===== src/source/mult_pkg.sv =====
//~~~~~~~~~~~~~~~~~~~~~~~~~~~~~~~~~~~~~~~~~~~~~~~~~~~~~~~~~~~~~~~~~~~~~~~~~~
// register map and bit positions of the APB multiplier peripheral
// offsets are byte addresses on an 8-bit APB address bus
// operand width is a parameter of the top level, from 4 to 16 bits
//~~~~~~~~~~~~~~~~~~~~~~~~~~~~~~~~~~~~~~~~~~~~~~~~~~~~~~~~~~~~~~~~~~~~~~~~~~

package mult_pkg;

    // bus widths
    localparam int addr_w  = 8;
    localparam int data_w  = 32;

    // extra accumulator bits above the full product
    localparam int guard_w = 8;

    // register offsets
    localparam logic [addr_w-1:0] reg_ctrl   = 'h00;
    localparam logic [addr_w-1:0] reg_opa    = 'h04;
    localparam logic [addr_w-1:0] reg_opb    = 'h08;
    localparam logic [addr_w-1:0] reg_res_lo = 'h0C;
    localparam logic [addr_w-1:0] reg_res_hi = 'h10;
    localparam logic [addr_w-1:0] reg_status = 'h14;

    // control word, start and clear are write-one pulses
    localparam int ctrl_start    = 0;
    localparam int ctrl_unsigned = 1;
    localparam int ctrl_acc      = 2;
    localparam int ctrl_clear    = 3;

    // status word, done is sticky until the next start
    localparam int st_busy = 0;
    localparam int st_done = 1;

endpackage


===== src/source/apb_bus_if.sv =====
//~~~~~~~~~~~~~~~~~~~~~~~~~~~~~~~~~~~~~~~~~~~~~~~~~~~~~~~~~~~~~~~~~~~~~~~~~~
// APB slave signals without pstrb and pprot
// the slave keeps pready high, so every access cycle completes
//~~~~~~~~~~~~~~~~~~~~~~~~~~~~~~~~~~~~~~~~~~~~~~~~~~~~~~~~~~~~~~~~~~~~~~~~~~

interface apb_bus_if;

    import mult_pkg::*;

    logic              psel;
    logic              penable;
    logic              pwrite;
    logic [addr_w-1:0] paddr;
    logic [data_w-1:0] pwdata;
    logic [data_w-1:0] prdata;
    logic              pready;
    logic              pslverr;

    modport slave (
        input  psel, penable, pwrite, paddr, pwdata,
        output prdata, pready, pslverr
    );

    modport master (
        output psel, penable, pwrite, paddr, pwdata,
        input  prdata, pready, pslverr
    );

endinterface


===== src/source/mult_req_if.sv =====
//~~~~~~~~~~~~~~~~~~~~~~~~~~~~~~~~~~~~~~~~~~~~~~~~~~~~~~~~~~~~~~~~~~~~~~~~~~
// job request and result between register block and engine
// start and clear are one-cycle pulses, operands stay stable until done
//~~~~~~~~~~~~~~~~~~~~~~~~~~~~~~~~~~~~~~~~~~~~~~~~~~~~~~~~~~~~~~~~~~~~~~~~~~

interface mult_req_if #(parameter int WIDTH = 16);

    import mult_pkg::*;

    logic                       start;
    logic                       clear;
    logic                       unsigned_mode;
    logic                       acc_mode;
    logic [WIDTH-1:0]           op_a;
    logic [WIDTH-1:0]           op_b;
    logic                       busy;
    logic                       done;
    logic [2*WIDTH+guard_w-1:0] acc_value;

    modport regs (
        output start, clear, unsigned_mode, acc_mode, op_a, op_b,
        input  busy, done, acc_value
    );

    modport engine (
        input  start, clear, unsigned_mode, acc_mode, op_a, op_b,
        output busy, done, acc_value
    );

endinterface


===== src/source/bw_array_mult.sv =====
//~~~~~~~~~~~~~~~~~~~~~~~~~~~~~~~~~~~~~~~~~~~~~~~~~~~~~~~~~~~~~~~~~~~~~~~~~~
// combinational Baugh-Wooley carry-save array multiplier
// signed two's complement by default, unsigned when unsigned_mode is set
// product is the full 2*WIDTH result, WIDTH must be at least 2
// one long ripple path through the last row, so keep WIDTH modest
//~~~~~~~~~~~~~~~~~~~~~~~~~~~~~~~~~~~~~~~~~~~~~~~~~~~~~~~~~~~~~~~~~~~~~~~~~~

module bw_array_mult #(
    parameter int WIDTH = 16
) (
    input  logic [WIDTH-1:0]   a,
    input  logic [WIDTH-1:0]   b,
    input  logic               unsigned_mode,
    output logic [2*WIDTH-1:0] product
);

    logic             signed_mode;

    // pp[i][j] = a[j] & b[i], weight 2**(i+j)
    logic [WIDTH-1:0] pp [WIDTH];

    // s[i][j] sits at column i+j, c[i][j] carries into column i+j+1
    logic [WIDTH-1:0] s  [WIDTH];
    logic [WIDTH-1:0] c  [1:WIDTH-1];

    // carry chain of the final row
    logic [WIDTH-1:0] rc;

    assign signed_mode = ~unsigned_mode;

    // partial products, sign row and sign column inverted in signed mode
    for (genvar i = 0; i < WIDTH; i++) begin : g_pp_row
        for (genvar j = 0; j < WIDTH; j++) begin : g_pp_col
            localparam bit edge_term = (i == WIDTH - 1) ^ (j == WIDTH - 1);
            assign pp[i][j] = (a[j] & b[i]) ^ (edge_term & signed_mode);
        end
    end

    assign s[0] = pp[0];

    // carry-save rows
    for (genvar i = 1; i < WIDTH; i++) begin : g_row
        for (genvar j = 0; j < WIDTH; j++) begin : g_cell
            if (i == 1 && j == WIDTH - 1) begin : g_pass
                // nothing above yet, the bit drops straight down
                assign s[i][j] = pp[i][j];
                assign c[i][j] = 1'b0;
            end else if (j == WIDTH - 1) begin : g_ha_left
                // leftmost cell, half adder on pp and carry
                assign s[i][j] = pp[i][j] ^ c[i-1][j];
                assign c[i][j] = pp[i][j] & c[i-1][j];
            end else if (i == 1) begin : g_ha_first
                // first adder row has no carries in
                assign s[i][j] = pp[i][j] ^ s[i-1][j+1];
                assign c[i][j] = pp[i][j] & s[i-1][j+1];
            end else begin : g_fa
                assign s[i][j] = pp[i][j] ^ s[i-1][j+1] ^ c[i-1][j];
                assign c[i][j] = (pp[i][j] & s[i-1][j+1])
                               | (pp[i][j] & c[i-1][j])
                               | (s[i-1][j+1] & c[i-1][j]);
            end
        end
    end

    // low half leaves the array one bit per row
    for (genvar i = 0; i < WIDTH; i++) begin : g_low
        assign product[i] = s[i][0];
    end

    // correction one at column WIDTH enters as the ripple carry-in
    assign rc[0] = signed_mode;

    // final ripple row over columns WIDTH .. 2*WIDTH-1
    for (genvar j = 0; j < WIDTH; j++) begin : g_ripple
        if (j < WIDTH - 1) begin : g_mid
            assign product[WIDTH+j] = s[WIDTH-1][j+1] ^ c[WIDTH-1][j] ^ rc[j];
            assign rc[j+1] = (s[WIDTH-1][j+1] & c[WIDTH-1][j])
                           | (s[WIDTH-1][j+1] & rc[j])
                           | (c[WIDTH-1][j] & rc[j]);
        end else begin : g_top
            // top column takes the second correction one in signed mode,
            // in unsigned mode it only carries, and the carry out is dropped
            assign product[WIDTH+j] = signed_mode ^ c[WIDTH-1][j] ^ rc[j];
        end
    end

endmodule


===== src/source/mult_engine.sv =====
//~~~~~~~~~~~~~~~~~~~~~~~~~~~~~~~~~~~~~~~~~~~~~~~~~~~~~~~~~~~~~~~~~~~~~~~~~~
// single-job multiply engine around the Baugh-Wooley array
// a job takes two edges: capture at start, accumulate and done one later
// start must not arrive while busy, there is no queue
// clear is ignored while a job is running
//~~~~~~~~~~~~~~~~~~~~~~~~~~~~~~~~~~~~~~~~~~~~~~~~~~~~~~~~~~~~~~~~~~~~~~~~~~

module mult_engine #(
    parameter int WIDTH = 16
) (
    input logic      clk,
    input logic      arst_n,
    mult_req_if.engine req
);

    import mult_pkg::*;

    localparam int acc_w = 2 * WIDTH + guard_w;

    logic [WIDTH-1:0]   a_q;
    logic [WIDTH-1:0]   b_q;
    logic               unsigned_q;
    logic               acc_mode_q;
    logic               busy;
    logic               done;
    logic [2*WIDTH-1:0] product;
    logic [acc_w-1:0]   prod_ext;
    logic [acc_w-1:0]   acc;

    bw_array_mult #(
        .WIDTH(WIDTH)
    ) u_array (
        .a            (a_q),
        .b            (b_q),
        .unsigned_mode(unsigned_q),
        .product      (product)
    );

    // widen the product to the guarded accumulator
    always_comb begin
        if (unsigned_q) begin
            prod_ext = {{guard_w{1'b0}}, product};
        end else begin
            prod_ext = {{guard_w{product[2*WIDTH-1]}}, product};
        end
    end

    always_ff @(posedge clk or negedge arst_n) begin
        if (!arst_n) begin
            a_q        <= '0;
            b_q        <= '0;
            unsigned_q <= 1'b0;
            acc_mode_q <= 1'b0;
            busy       <= 1'b0;
            done       <= 1'b0;
            acc        <= '0;
        end else begin
            done <= 1'b0;
            if (req.start && !busy) begin
                a_q        <= req.op_a;
                b_q        <= req.op_b;
                unsigned_q <= req.unsigned_mode;
                acc_mode_q <= req.acc_mode;
                busy       <= 1'b1;
            end else if (busy) begin
                // array output has settled from the captured operands
                acc  <= acc_mode_q ? acc + prod_ext : prod_ext;
                busy <= 1'b0;
                done <= 1'b1;
            end else if (req.clear) begin
                acc <= '0;
            end
        end
    end

    assign req.busy      = busy;
    assign req.done      = done;
    assign req.acc_value = acc;

    a_no_start_busy: assert property (@(posedge clk) disable iff (!arst_n)
        req.start |-> !busy);

    // operands from the register block stay put while a job runs
    a_ops_stable: assert property (@(posedge clk) disable iff (!arst_n)
        busy |-> (req.op_a == $past(req.op_a)) && (req.op_b == $past(req.op_b)));

endmodule


===== src/source/mult_apb_regs.sv =====
//~~~~~~~~~~~~~~~~~~~~~~~~~~~~~~~~~~~~~~~~~~~~~~~~~~~~~~~~~~~~~~~~~~~~~~~~~~
// APB register file of the multiplier, no wait states, no byte strobes
// writes to ctrl, opa or opb while a job runs fail with pslverr
// unmapped offsets and writes to read-only registers fail with pslverr
// result words are the accumulator, sign-extended in signed mode
//~~~~~~~~~~~~~~~~~~~~~~~~~~~~~~~~~~~~~~~~~~~~~~~~~~~~~~~~~~~~~~~~~~~~~~~~~~

module mult_apb_regs #(
    parameter int WIDTH = 16
) (
    input logic      clk,
    input logic      arst_n,
    apb_bus_if.slave bus,
    mult_req_if.regs req
);

    import mult_pkg::*;

    localparam int acc_w = 2 * WIDTH + guard_w;

    logic [WIDTH-1:0]    op_a;
    logic [WIDTH-1:0]    op_b;
    logic                unsigned_mode;
    logic                acc_mode;
    logic                start;
    logic                clear;
    logic                done_flag;
    logic                busy_any;
    logic                access;
    logic                wr_en;
    logic                rd_en;
    logic                err;
    logic [data_w-1:0]   rd_data;
    logic [2*data_w-1:0] res_wide;

    assign access = bus.psel & bus.penable;
    assign wr_en  = access & bus.pwrite;
    assign rd_en  = access & ~bus.pwrite;

    // a start still in flight to the engine counts as busy
    assign busy_any = req.busy | start;

    assign res_wide = unsigned_mode ?
        {{(2*data_w-acc_w){1'b0}}, req.acc_value} :
        {{(2*data_w-acc_w){req.acc_value[acc_w-1]}}, req.acc_value};

    // read mux and error decode
    always_comb begin
        rd_data = '0;
        err     = 1'b0;
        case (bus.paddr)
            reg_ctrl: begin
                rd_data[ctrl_unsigned] = unsigned_mode;
                rd_data[ctrl_acc]      = acc_mode;
                err                    = bus.pwrite & busy_any;
            end
            reg_opa: begin
                rd_data[WIDTH-1:0] = op_a;
                err                = bus.pwrite & busy_any;
            end
            reg_opb: begin
                rd_data[WIDTH-1:0] = op_b;
                err                = bus.pwrite & busy_any;
            end
            reg_res_lo: begin
                rd_data = res_wide[data_w-1:0];
                err     = bus.pwrite;
            end
            reg_res_hi: begin
                rd_data = res_wide[2*data_w-1:data_w];
                err     = bus.pwrite;
            end
            reg_status: begin
                rd_data[st_busy] = busy_any;
                rd_data[st_done] = done_flag;
                err              = bus.pwrite;
            end
            default: err = 1'b1;
        endcase
    end

    assign bus.prdata  = (rd_en && !err) ? rd_data : '0;
    assign bus.pready  = 1'b1;
    assign bus.pslverr = access & err;

    always_ff @(posedge clk or negedge arst_n) begin
        if (!arst_n) begin
            op_a          <= '0;
            op_b          <= '0;
            unsigned_mode <= 1'b0;
            acc_mode      <= 1'b0;
            start         <= 1'b0;
            clear         <= 1'b0;
            done_flag     <= 1'b0;
        end else begin
            start <= 1'b0;
            clear <= 1'b0;
            if (wr_en && !err) begin
                case (bus.paddr)
                    reg_ctrl: begin
                        unsigned_mode <= bus.pwdata[ctrl_unsigned];
                        acc_mode      <= bus.pwdata[ctrl_acc];
                        start         <= bus.pwdata[ctrl_start];
                        clear         <= bus.pwdata[ctrl_clear];
                    end
                    reg_opa: op_a <= bus.pwdata[WIDTH-1:0];
                    reg_opb: op_b <= bus.pwdata[WIDTH-1:0];
                    default: ;
                endcase
            end
            // sticky done, dropped by the next start
            if (start) begin
                done_flag <= 1'b0;
            end else if (req.done) begin
                done_flag <= 1'b1;
            end
        end
    end

    assign req.start         = start;
    assign req.clear         = clear;
    assign req.unsigned_mode = unsigned_mode;
    assign req.acc_mode      = acc_mode;
    assign req.op_a          = op_a;
    assign req.op_b          = op_b;

    a_apb_setup: assert property (@(posedge clk) disable iff (!arst_n)
        bus.penable |-> bus.psel && $past(bus.psel));

    a_start_idle: assert property (@(posedge clk) disable iff (!arst_n)
        start |-> !req.busy);

endmodule


===== src/source/apb_mult_top.sv =====
//~~~~~~~~~~~~~~~~~~~~~~~~~~~~~~~~~~~~~~~~~~~~~~~~~~~~~~~~~~~~~~~~~~~~~~~~~~
// APB multiplier peripheral, register block plus one-job engine
// WIDTH from 4 to 16, so that one operand fits one data word
// no interrupt, software polls the status register
//~~~~~~~~~~~~~~~~~~~~~~~~~~~~~~~~~~~~~~~~~~~~~~~~~~~~~~~~~~~~~~~~~~~~~~~~~~

module apb_mult_top #(
    parameter int WIDTH = 16
) (
    input  logic                        clk,
    input  logic                        arst_n,
    input  logic                        psel,
    input  logic                        penable,
    input  logic                        pwrite,
    input  logic [mult_pkg::addr_w-1:0] paddr,
    input  logic [mult_pkg::data_w-1:0] pwdata,
    output logic [mult_pkg::data_w-1:0] prdata,
    output logic                        pready,
    output logic                        pslverr
);

    if (WIDTH < 4 || WIDTH > 16) begin : g_width_check
        $error("apb_mult_top: WIDTH must be in 4..16");
    end

    apb_bus_if bus_if ();
    mult_req_if #(.WIDTH(WIDTH)) req_if ();

    assign bus_if.psel    = psel;
    assign bus_if.penable = penable;
    assign bus_if.pwrite  = pwrite;
    assign bus_if.paddr   = paddr;
    assign bus_if.pwdata  = pwdata;
    assign prdata         = bus_if.prdata;
    assign pready         = bus_if.pready;
    assign pslverr        = bus_if.pslverr;

    mult_apb_regs #(.WIDTH(WIDTH)) u_regs (
        .clk   (clk),
        .arst_n(arst_n),
        .bus   (bus_if.slave),
        .req   (req_if.regs)
    );

    mult_engine #(.WIDTH(WIDTH)) u_engine (
        .clk   (clk),
        .arst_n(arst_n),
        .req   (req_if.engine)
    );

endmodule


===== config.mk =====
export PLATFORM = sky130hd
export DESIGN_NAME = apb_mult_top
export DESIGN_NICKNAME = d
export VERILOG_FILES = /design/src/source/mult_pkg.sv /design/src/source/apb_bus_if.sv /design/src/source/mult_req_if.sv /design/src/source/bw_array_mult.sv /design/src/source/mult_engine.sv /design/src/source/mult_apb_regs.sv /design/src/source/apb_mult_top.sv
export SDC_FILE = /design/constraint.sdc
export NUM_CORES = 1
export LEC_CHECK = 0
export BUFFER_PORTS_ARGS = -buffer_cell sky130_fd_sc_hd__buf_2
export CORE_ASPECT_RATIO = 0.75
export CORE_MARGIN = 2
export CORE_UTILIZATION = 60
export DETAILED_ROUTE_END_ITERATION = 7
export GPL_ROUTABILITY_DRIVEN = 0
export GPL_TIMING_DRIVEN = 0
export PLACE_DENSITY_LB_ADDON = 0.05
export SKIP_LAST_GASP = 1
export SLEW_MARGIN = 20
export SYNTH_ARGS = -nofsm -noshare
export SYNTH_HDL_FRONTEND = slang
export SYNTH_SLANG_ARGS = --single-unit

===== constraint.sdc =====
create_clock -name clk -period 30 [get_ports clk]
set_clock_uncertainty 0.2 [all_clocks]
set_input_delay 6 -clock clk [delete_from_list [all_inputs] [get_ports clk]]
set_output_delay 6 -clock clk [all_outputs]
set_load 0.05 [all_outputs]

**After elaboration in Yosys (flattened, before gate mapping)**

Cells that the tools add are included.

- Word-level logic and storage cells: 1,956
- Output and inout bits: 34
- Register bits: 113
- Input port bits: 45

- Reductions and logical operators: 14
- Equal/unequal tests: 5
- Bitwise logic cells: 1,901
- $add $sub $neg: 1
- Multiplexer cells: 21

Operators by type and width:

| operator | count |
|---|---|
| AND 1 bit | 951 |
| bitwise XOR 1 bit | 496 |
| OR 1 bit | 451 |
| two-way mux 40 bit | 4 |
| two-way mux 64 bit | 1 |
| one-hot mux 13 bit (4 select lines) | 1 |
| adder 40 bit | 1 |
| two-way mux 32 bit | 1 |
| one-hot mux 16 bit (2 select lines) | 1 |
| == test 8 x 4 -> 1 bit, second input constant | 2 |
| == test 8 x 5 -> 1 bit, second input constant | 2 |
| one-hot mux 1 bit (5 select lines) | 2 |
| two-way mux 1 bit | 9 |
| == test 8 x 3 -> 1 bit, second input constant | 1 |
| logical NOT 8 bit | 1 |
| AND reduction 2 bit | 4 |
| one-hot mux 1 bit (6 select lines) | 1 |
| OR reduction 3 bit | 2 |
| nonzero test 2 bit | 2 |
| logical AND 1 bit | 3 |
| inverter 1 bit | 3 |
| logical NOT 1 bit | 2 |
| one-hot mux 1 bit (2 select lines) | 1 |

**Longest topological paths before layout**

Gate-level depths: netlist of run 1.

- Word-level depth: 94
- Gate-level depth with buffers: 51
- Gate-level depth less buffers: 50

**Hierarchy**

Synthesis of run 1 repeated with hierarchy kept, for this count alone.

- Cell total of the unflattened synthesis: 1,480
- Area, all modules: 14,802.9 µm²

By module, submodules not included:

| module | seq. area each (µm²) | times used | cells each | area an instance (µm²) |
|---|---|---|---|---|
| bw_array_mult | 0.0 | 1 | 688 | 7,161.9 |
| mult_engine | 1,901.8 | 1 | 554 | 5,248.8 |
| mult_apb_regs | 925.9 | 1 | 238 | 2,392.3 |

**Least setup slack after synthesis of run 1**

OpenSTA, ideal clock, no wires.

- Kind: flip-flop to flip-flop
- From: register u_engine.unsigned_q
- To: register u_engine.acc[39], in the netlist u_engine.req.acc_value[39]
- Data arrival time: 16,051 ps
- Period minus slack after synthesis: 16,320 ps
- Slack: 13,680 ps
- Setup time: 69 ps
- Data required time: 29,731 ps
- Buffers on the path: 2
- Cell stages (with the launch flop): 49
- Cells stage by stage: dfrtp_1 clkbuf_1 inv_2 buf_1 xnor2_1 ha_1 inv_1 fa_1 inv_1 fa_1 fa_1 fa_1 fa_1 fa_1 fa_1 fa_1 fa_1 fa_1 [... 13 more ...] fa_1 fa_1 fa_1 fa_1 fa_1 inv_1 fa_1 inv_1 ha_1 a21o_1 a31o_2 a31oi_1 o311ai_0 nand2_1 o21ai_2 a311o_1 a21o_1 nand3_1

- Word-level cells in the longest chain between the ends: 82
- Elaborated cells on any way between the ends: 963
- Those cells by class: add/sub: 1; mux: 3; bitwise: 959

RTL lines:

| item | RTL line | source |
|---|---|---|
| start, declared | mult_engine.sv:22 | `logic unsigned_q;` |
| start signal, assigned | mult_engine.sv:62 | `unsigned_q <= req.unsigned_mode;` |
| inverter 1 bit | bw_array_mult.sv:29 | `assign signed_mode = ~unsigned_mode;` |
| bitwise XOR 1 bit | bw_array_mult.sv:35 | `assign pp[i][j] = (a[j] & b[i]) ^ (edge_term & signed_mode);` |
| bitwise XOR 1 bit | bw_array_mult.sv:54 | `assign s[i][j] = pp[i][j] ^ s[i-1][j+1];` |
| bitwise XOR 1 bit (26 in a row) | bw_array_mult.sv:57 | `assign s[i][j] = pp[i][j] ^ s[i-1][j+1] ^ c[i-1][j];` |
| AND 1 bit | bw_array_mult.sv:58 | `assign c[i][j] = (pp[i][j] & s[i-1][j+1])` |
| OR 1 bit | bw_array_mult.sv:59 | `\| (pp[i][j] & c[i-1][j])` |
| OR 1 bit | bw_array_mult.sv:60 | `\| (s[i-1][j+1] & c[i-1][j]);` |
| AND 1 bit | bw_array_mult.sv:77 | `assign rc[j+1] = (s[WIDTH-1][j+1] & c[WIDTH-1][j])` |
| [... 41 more ...] | - |  |
| AND 1 bit | bw_array_mult.sv:78 | `\| (s[WIDTH-1][j+1] & rc[j])` |
| OR 1 bit | bw_array_mult.sv:78 |  |
| OR 1 bit | bw_array_mult.sv:79 | `\| (c[WIDTH-1][j] & rc[j]);` |
| bitwise XOR 1 bit | bw_array_mult.sv:83 | `assign product[WIDTH+j] = signed_mode ^ c[WIDTH-1][j] ^ rc[j];` |
| two-way mux 40 bit (*) | mult_engine.sv:41 | `if (unsigned_q) begin` |
| adder 40 bit | mult_engine.sv:67 | `acc <= acc_mode_q ? acc + prod_ext : prod_ext;` |
| two-way mux 40 bit (*) | mult_engine.sv:67 |  |
| two-way mux 40 bit (*) | mult_engine.sv:65 | `end else if (busy) begin` |
| end signal, assigned | mult_engine.sv:67 |  |
| end, declared | mult_engine.sv:28 | `logic [acc_w-1:0] acc;` |

Mark *: on every way between the ends. The rest lies on a longest branch, timed or not.
A chain may end at the register's enable or synchronous reset.

**Worst setup path in the final report of run 1**

Ends and elaborated chain as after synthesis.

==> summary.txt, run 1 <==
Largest stage delay, worst path - 560 ps
crit end category - register
worst hold path class - reg2reg
hold-fix buffers at CTS - 0
vias in the first global route - 10900
Ports - 79
Register Area - 2830 µm²
initial detailed-routing violation count - 1003
Seq/Total Area, Yosys - 19.6%
crit path max-delay cell type - fa_1
placed cells - 1840
Finish-stage setup viols - 0
GRT overflow - 0
CP most frequent cell - fa_1
syn_nets - 1801
final net count - 1881
Slew @ Worst Pin - 884 ps
maximum vdd ir drop - 0.0000509 V
Root Buffer - clkbuf_16
Skew-Pair Late Insertion Delay - 430 ps
PD cells - 23.2 nW/µm²
Worst Setup Start Kind - register
core box area - 23800 µm²
RSZ-0062 raised after global routing - false
Main synth FF type - dfrtp_1
DRT Pass-1 Iters - 6
final WL - 38.6 mm
Final period util - 58.6%
Slew Limit Fails - 0
Syn Std Cell Area - 14400 µm²
Std-Cell Rows - 49
multi-input logic area - 10800 µm²
Inserted Clock Buffers - 17
Initial Util - 60.6%
ant diodes - 0
Critical Path RT - 30110 ps
largest net degree at the start of global routing - 74
register bit total from synthesis - 113
die width - 183 µm
Slew HR - 41.1%
Synth-to-Final Area Change - 9.00%
Syn. warnings - 0
I/O Buffers - 60
gr usage total - 32.1%
initial antenna violation count - 1
post-synth cell types - 72
clk buf depth - 2
Fin. Hold Viols - 0
Cells after Synth - 1473
Pwr Total - 365 µW
WL/cell - 20.6 µm
layout cells sized above 1 - 11.8%
Async S/R FF share, synth - 100%
Max-Cap Viols - 0
kind of critical path - reg2reg
Avg Synthesized Cell Area - 9.78 µm²
Setup Fix Bufs, Post-CTS - 0
clock period minus final worst setup slack - 17590 ps
Die Height - 138 µm
Routed Antenna Nets - 0
post_cts resized - 0
FMAX - 56.8 MHz
fillers - 1902
Via-to-Cell Ratio - 5.91
post-DP HPWL - 32.1 mm
die area - 25300 µm²
CTS tree - yes
setup TNS - 0 ps
CTS clk-pin slew, worst paths - 60 ps
Post-synth EDFFs - 0
Pleak - 0.00743 µW
Worst EP arrival - 17700 ps
Clock Sinks - 113
Vias - 11100
DRC viols - 0
first-pass GRT wire length - 61.5 mm
leading cell types in the layout, fill and taps excluded - 226 x fa_1, 209 x and2_1, 136 x nand2_1
fin cells - 1872
H-Tree Depth - 4
largest fanout on the critical path - 12
status - complete, no violations
most common cell after layout, fill and taps aside - fa_1
-- routing by layer --
layer,vias to the layer above,part of all wire (%),GRT usage (%)
met5,-,0.028,0
met3,52,9.6,9.46
met1,5647,48,50.5
met4,2,1.9,7.03
met2,386,41,44.0
li1,4973,-,-
-- critical path, delay by kind of cell, from the launching register on --
| family | cells | cell delay, ps |
|---|---|---|
| adders and majority gates | 31 | 13330 |
| buffers and inverters | 7 | 1570 |
| AOI/OAI and AO/OA | 7 | 1510 |
| DFF | 1 | 340 |
| and+or+nand+nor | 2 | 320 |
| xor gates and xnor gates | 1 | 210 |
-- logic make-up after synthesis --
kind of cell,after synthesis,synth area share (%)
AND/OR/NAND/NOR,451,16.4
adder cells (fa/ha/maj),283,36.3
AO/OA/AOI/OAI,261,11.4
buffers and inverters,214,5.67
flip-flops,113,19.6
multiplexers,88,6.71
XOR/XNOR,62,3.82
other,1,0.0260
-- through the flow --
stage / area [µm²] / worst slack [ps] / hold WS (ps) / utilization, %
3_3_place_gp: 15100 / 12010 / 242 / 63.5
4_1_cts: 15700 / 12350 / 270 / 66.0
3_5_place_dp: 15100 / 12380 / 251 / 63.6
5_1_grt: 15700 / 11800 / 345 / 66.0
6_report: 15700 / 12410 / 263 / 66.0
2_1_floorplan: 14400 / 13680 / 237 / -
-- registers in the layout, summed over array words and instances (netlist names), 16 cells and up --
| name | cells |
|---|---|
| u_regs.req.op_a | 16 |
| u_engine.b_q | 16 |
| u_regs.req.op_b | 16 |
| u_engine.a_q | 16 |
| u_engine.req.acc_value | 40 |
-- final cells by class --
class / count / area share (%)
Inverter: 134 / 3.20
Buffer: 80 / 2.01
Multi-Input combinational cell: 1146 / 68.5
Clock buffer: 18 / 2.73
Timing Repair Buffer: 61 / 2.13
Tap cell: 306 / 2.44
Clock inverter: 14 / 0.956
Sequential cell: 113 / 18.0
-- synthesized netlist by cell type, types with 4 or more instances --
cell type | count | area (µm²)
buf_2 | 4 | 20.0
nor3_1 | 13 | 65.1
a21oi_1 | 91 | 455
a32oi_1 | 6 | 52.6
mux2_2 | 68 | 766
dfrtp_1 | 113 | 2830
mux2i_1 | 19 | 190
o21ai_1 | 9 | 45.0
clkbuf_1 | 70 | 263
nor2_1 | 46 | 173
xnor2_1 | 50 | 438
o211ai_1 | 6 | 45.0
a22o_1 | 5 | 43.8
a221oi_1 | 5 | 43.8
o21bai_1 | 4 | 30.0
fa_1 | 226 | 4520
xor2_1 | 11 | 96.3
a211oi_1 | 7 | 52.6
inv_1 | 133 | 499
o21ai_0 | 53 | 265
and2_1 | 209 | 1310
ha_1 | 57 | 713
a21o_1 | 27 | 203
nand2_1 | 136 | 510
nand2b_1 | 7 | 43.8
a31oi_1 | 7 | 43.8
a22oi_1 | 13 | 97.6
and3_1 | 9 | 56.3
nand3_1 | 7 | 35.0
-- path summary, 6_finish.rpt --
| check | from | to | slack [ps] | cells after the start |
|---|---|---|---|---|
| min in group asynchronous | arst_n | u_engine.req.acc_value[13] | 5280 | 1 |
| worst max-delay path | u_engine.unsigned_q | u_engine.req.acc_value[39] | 12410 | 48 |
| worst min register to register | u_engine.req.done | u_regs.done_flag | 260 | 2 |
| worst min-delay path | u_engine.req.done | u_regs.done_flag | 260 | 2 |
| worst max register to register | u_engine.unsigned_q | u_engine.req.acc_value[39] | 12410 | 48 |
| max in group asynchronous | arst_n | u_engine.unsigned_q | 23580 | 2 |
-- power breakdown --
part | leakage (µW) | switching (µW) | internal [µW]
clock network | 0.000282 | 86.4 | 117
logic | 0.00557 | 6.41 | 2.86
registers | 0.00158 | 0.0256 | 152
total | 0.00743 | 92.8 | 272
No activity file was read; power rests on OpenSTA's default activity.
==> inputs of run 2 (changes only) <==
clock period = 17.7 ns   (was 30 ns; I/O delays follow)
==> run 2 against run 1 <==
- non-clock buffer count decreased by 1
- register-to-register slack got worse by 12000 ps
- total power increased by 69%
- worst hold slack got worse by 1.3 ps
- clock power increased by 69%
- critical path type unchanged
- critical endpoint unchanged
- largest power group unchanged
- highest routed layer unchanged
==> summary.txt, run 2 (same netlist as run 1, synthesis figures left out) <==
most common cell after layout, fill and taps aside - fa_1
Skew-Pair Late Insertion Delay - 430 ps
Via-to-Cell Ratio - 5.88
Slew Limit Fails - 0
CTS clk-pin slew, worst paths - 60 ps
Clock Sinks - 113
largest net degree at the start of global routing - 74
layout cells sized above 1 - 12.0%
core box area - 23800 µm²
fillers - 1899
initial antenna violation count - 1
crit end category - register
Pleak - 0.00744 µW
leading cell types in the layout, fill and taps excluded - 226 x fa_1, 209 x and2_1, 136 x nand2_1
kind of critical path - reg2reg
I/O Buffers - 60
H-Tree Depth - 4
Inserted Clock Buffers - 17
Ports - 79
post-DP HPWL - 32.1 mm
RSZ-0062 raised after global routing - false
WL/cell - 20.6 µm
Die Height - 138 µm
largest fanout on the critical path - 12
Slew HR - 40.4%
vias in the first global route - 10900
Vias - 11000
gr usage total - 32.1%
design area - 15700 µm²
Initial Util - 60.6%
first-pass GRT wire length - 61.5 mm
Final Core Density - 66.1%
Cell Area, Placed - 15100 µm²
initial detailed-routing violation count - 884
Slew @ Worst Pin - 895 ps
Worst path top cell family by delay - adder cells
Final period util - 96.4%
Std-Cell Rows - 49
Register Area - 2830 µm²
final net count - 1880
multi-input logic area - 10800 µm²
worst hold path class - reg2reg
Max-Cap Viols - 0
Worst Setup Start Kind - register
Fin. Hold Viols - 0
maximum vdd ir drop - 0.0000855 V
DRC viols - 0
ant diodes - 0
CTS tree - yes
Critical Path RT - 17800 ps
hold-fix buffers at CTS - 0
status - complete, no violations
clock period minus final worst setup slack - 17060 ps
Setup Fix Bufs, Post-CTS - 0
PD cells - 39.3 nW/µm²
Root Buffer - clkbuf_16
Routed Antenna Nets - 0
final WL - 38.5 mm
Worst EP arrival - 17170 ps
die width - 183 µm
Largest stage delay, worst path - 560 ps
GRT overflow - 0
Largest register FFs - 40
Synth-to-Final Area Change - 9.05%
clk buf depth - 2
die area - 25300 µm²
FMAX - 58.6 MHz
buffers and inverters on the worst path - 6
DRT Pass-1 Iters - 5
Finish-stage setup viols - 0
CP most frequent cell - fa_1
crit path max-delay cell type - fa_1
## run 2: cell types whose count changed in the layout (fill, tap and decap cells not counted)
cell	previous run	this run
buf_6	1	2
clkbuf_1	71	68
buf_2	64	63
dfrtp_1	113	112
clkbuf_2	1	3
dfrtp_2	0	1
## run 2: final timing paths
check / start / to / slack (ps) / cells after the start
max reg2reg: u_engine.unsigned_q / u_engine.req.acc_value[39] / 640 / 47
min: u_engine.req.done / u_regs.done_flag / 260 / 2
min reg2reg: u_engine.req.done / u_regs.done_flag / 260 / 2
max in group asynchronous: arst_n / u_engine.unsigned_q / 13710 / 2
max: u_engine.unsigned_q / u_engine.req.acc_value[39] / 640 / 47
min in group asynchronous: arst_n / u_engine.req.acc_value[21] / 2830 / 1
## run 2: timing repair
item | 4_1_cts | 5_1_grt
endpoints found under the setup margin | 0 | 6
gates resized for setup | 0 | 8
hold endpoints to repair | 0 | 0
## run 2: where the power goes
group / internal, µW / switching (µW) / leakage [µW] / total (µW)
Combinational: 4.84 / 10.9 / 0.00558 / 15.8
Clock: 198 / 146 / 0.000282 / 344
Sequential: 258 / 0.0429 / 0.00158 / 258
Total: 462 / 157 / 0.00744 / 618
## run 2: cell type report
| type | count | share of cell area [%] |
|---|---|---|
| clock buffer | 18 | 2.73 |
| multi-input combinational | 1146 | 68.5 |
| inverter | 134 | 3.20 |
| clock inverter | 14 | 0.955 |
| sequential | 113 | 18.0 |
| tap | 306 | 2.44 |
| buffer | 79 | 2.04 |
| timing repair buffer | 61 | 2.13 |
## run 2: metrics by stage
step / std cells / setup WS, ps / TNS (ps) / total power, µW / hold WS, ps
floorplan: 1473 / 1380 / 0 / 268 / 237
global placement: 1839 / -287 / -725 / 278 / 242
detailed placement: 1840 / 82.6 / 0 / 279 / 251
CTS: 1872 / 51.6 / 0 / 620 / 270
global route: 1871 / 52.5 / 0 / 635 / 345
finish: 1871 / 638 / 0 / 618 / 262
## run 2: routing by layer
| layer | share of wire [%] | vias up | GRT usage [%] |
|---|---|---|---|
| met5 | 0.036 | - | 0 |
| met4 | 1.8 | 2 | 7.03 |
| met3 | 9.3 | 51 | 9.46 |
| met2 | 41 | 395 | 44.0 |
| met1 | 48 | 5581 | 50.5 |
| li1 | - | 4976 | - |
## run 2: tightest hold or removal path: stages (launching register included)
cell and delay, ps:
dfrtp_1 320, nor2_1 40, nor2_1 70
==> inputs of run 3 (changes only) <==
CORE_ASPECT_RATIO = 2   (was 0.75)
==> run 3 against run 2 <==
- non-clock buffer count grew 1
- fmax shrank 1.4%
- critical path depth decreased by 2
- total power shrank 3.7%
- worst setup slack worse by 240 ps
- combinational power up 6%
- design area shrank 0.15%
- clock-buffer cell count shrank 1
- critical path type unchanged
- sequential cell count unchanged
- die area increased by 0.25%
- utilization is 0.081 points higher
- routed wire length up 13%
==> summary.txt, run 3 (same netlist as run 1, synthesis figures left out) <==
status - complete, no violations
Vias - 11200
Max-Cap Viols - 0
gr usage total - 36.5%
fillers - 2014
worst setup margin - 400 ps
Finish-stage setup viols - 0
Initial Util - 60.8%
Inserted Clock Buffers - 17
final WL - 43.6 mm
maximum vdd ir drop - 0.0000793 V
leading cell types in the layout, fill and taps excluded - 223 x fa_1, 209 x and2_1, 136 x nand2_1
first-pass GRT wire length - 68.1 mm
ant diodes - 0
Critical Path RT - 17880 ps
Slew Limit Fails - 0
FMAX - 57.8 MHz
largest fanout on the critical path - 10
wl on met1 - 14.0 mm
Std-Cell Rows - 80
clock period minus final worst setup slack - 17300 ps
vias in the first global route - 12400
DR WL met3 - 1.38 mm
Ports - 79
Routed Antenna Nets - 0
WL/cell - 23.5 µm
CTS clk-pin slew, worst paths - 60 ps
Worst EP arrival - 17480 ps
Slew HR - 35.2%
Largest stage delay, worst path - 660 ps
final net count - 1881
most common cell after layout, fill and taps aside - fa_1
RSZ-0062 raised after global routing - false
Via-to-Cell Ratio - 6.04
top routing layer used - met4
Fin. Hold Viols - 0
Skew-Pair Late Insertion Delay - 440 ps
hold-fix buffers at CTS - 0
Pwr Total - 596 µW
kind of critical path - reg2reg
initial antenna violation count - 0
Synth-to-Final Area Change - 8.88%
Clock Sinks - 113
GRT overflow - 0
DRC viols - 0
clk buf depth - 2
setup TNS - 0 ps
crit end category - register
Pleak - 0.00742 µW
core box area - 23700 µm²
layout cells sized above 1 - 12.8%
Final period util - 97.7%
Die Height - 223 µm
Worst path top cell family by delay - adder cells
die width - 114 µm
I/O Buffers - 60
buffers and inverters on the worst path - 4
worst hold path class - reg2reg
CP most frequent cell - fa_1
H-Tree Depth - 4
Root Buffer - clkbuf_16
PD cells - 37.9 nW/µm²
Final Core Density - 66.1%
crit path max-delay cell type - dfrtp_1
post-DP HPWL - 35.7 mm
Largest register FFs - 40
CTS tree - yes
largest net degree at the start of global routing - 65
Worst Setup Start Kind - register
Slew @ Worst Pin - 968 ps
initial detailed-routing violation count - 721
DRT Pass-1 Iters - 5
worst slack, placed - -575 ps
WL met2 - 23.8 mm
die area - 25400 µm²
==> run 3: stage by stage <==
stage / cells / cell area, µm² / hold WS (ps)
finish: 1852 / 15700 / 286
global route: 1852 / 15700 / 301
CTS: 1850 / 15700 / 286
detailed placement: 1821 / 15100 / 271
global placement: 1820 / 15100 / 248
floorplan: 1473 / 14400 / 237
==> run 3: metal layers <==
layer  global-route usage (%)  vias to the layer above
li1                         -                     4963
met3                     3.88                      192
met5                        0                        -
met4                     29.5                        0
met1                     35.5                     5666
met2                     67.6                      367
==> run 3: final cells by class <==
class / count / area, µm² / share of cell area, %
buffer: 77 / 322 / 2.05
clock buffer: 17 / 425 / 2.71
clock inverter: 14 / 105 / 0.670
inverter: 134 / 508 / 3.24
multi-input combinational: 1146 / 10800 / 68.7
sequential: 113 / 2830 / 18.1
tap: 287 / 359 / 2.29
timing repair buffer: 64 / 357 / 2.27
==> run 3: path summary, 6_finish.rpt <==
| kind | startpoint | endpoint | slack, ps | cells after the start |
|---|---|---|---|---|
| setup / recovery | u_engine.b_q[2] | u_engine.req.acc_value[39] | 400 | 45 |
| hold / removal | u_engine.req.done | u_regs.done_flag | 290 | 2 |
| setup reg to reg | u_engine.b_q[2] | u_engine.req.acc_value[39] | 400 | 45 |
| hold reg to reg | u_engine.req.done | u_regs.done_flag | 290 | 2 |
| max in group asynchronous | arst_n | u_engine.req.acc_value[20] | 13700 | 2 |
| min in group asynchronous | arst_n | u_regs.req.op_a[12] | 2850 | 1 |
==> run 3: repair_timing <==
action,4_1_cts,5_1_grt
gates cloned,0,0
pin swaps,0,1
setup buffers,0,3
endpoints found under the setup margin,5,5
resized for setup,9,14
==> run 3: power breakdown <==
| part | internal, µW | switching [µW] | total, µW |
|---|---|---|---|
| Sequential | 258 | 0.0377 | 258 |
| Clock | 179 | 141 | 320 |
| Combinational | 4.86 | 12.0 | 16.8 |
==> run 3: tightest hold or removal path: cells and delay by family, from the launching register on <==
family           cells  cell delay, ps
flip-flops           1             330
AND/OR/NAND/NOR      2             120
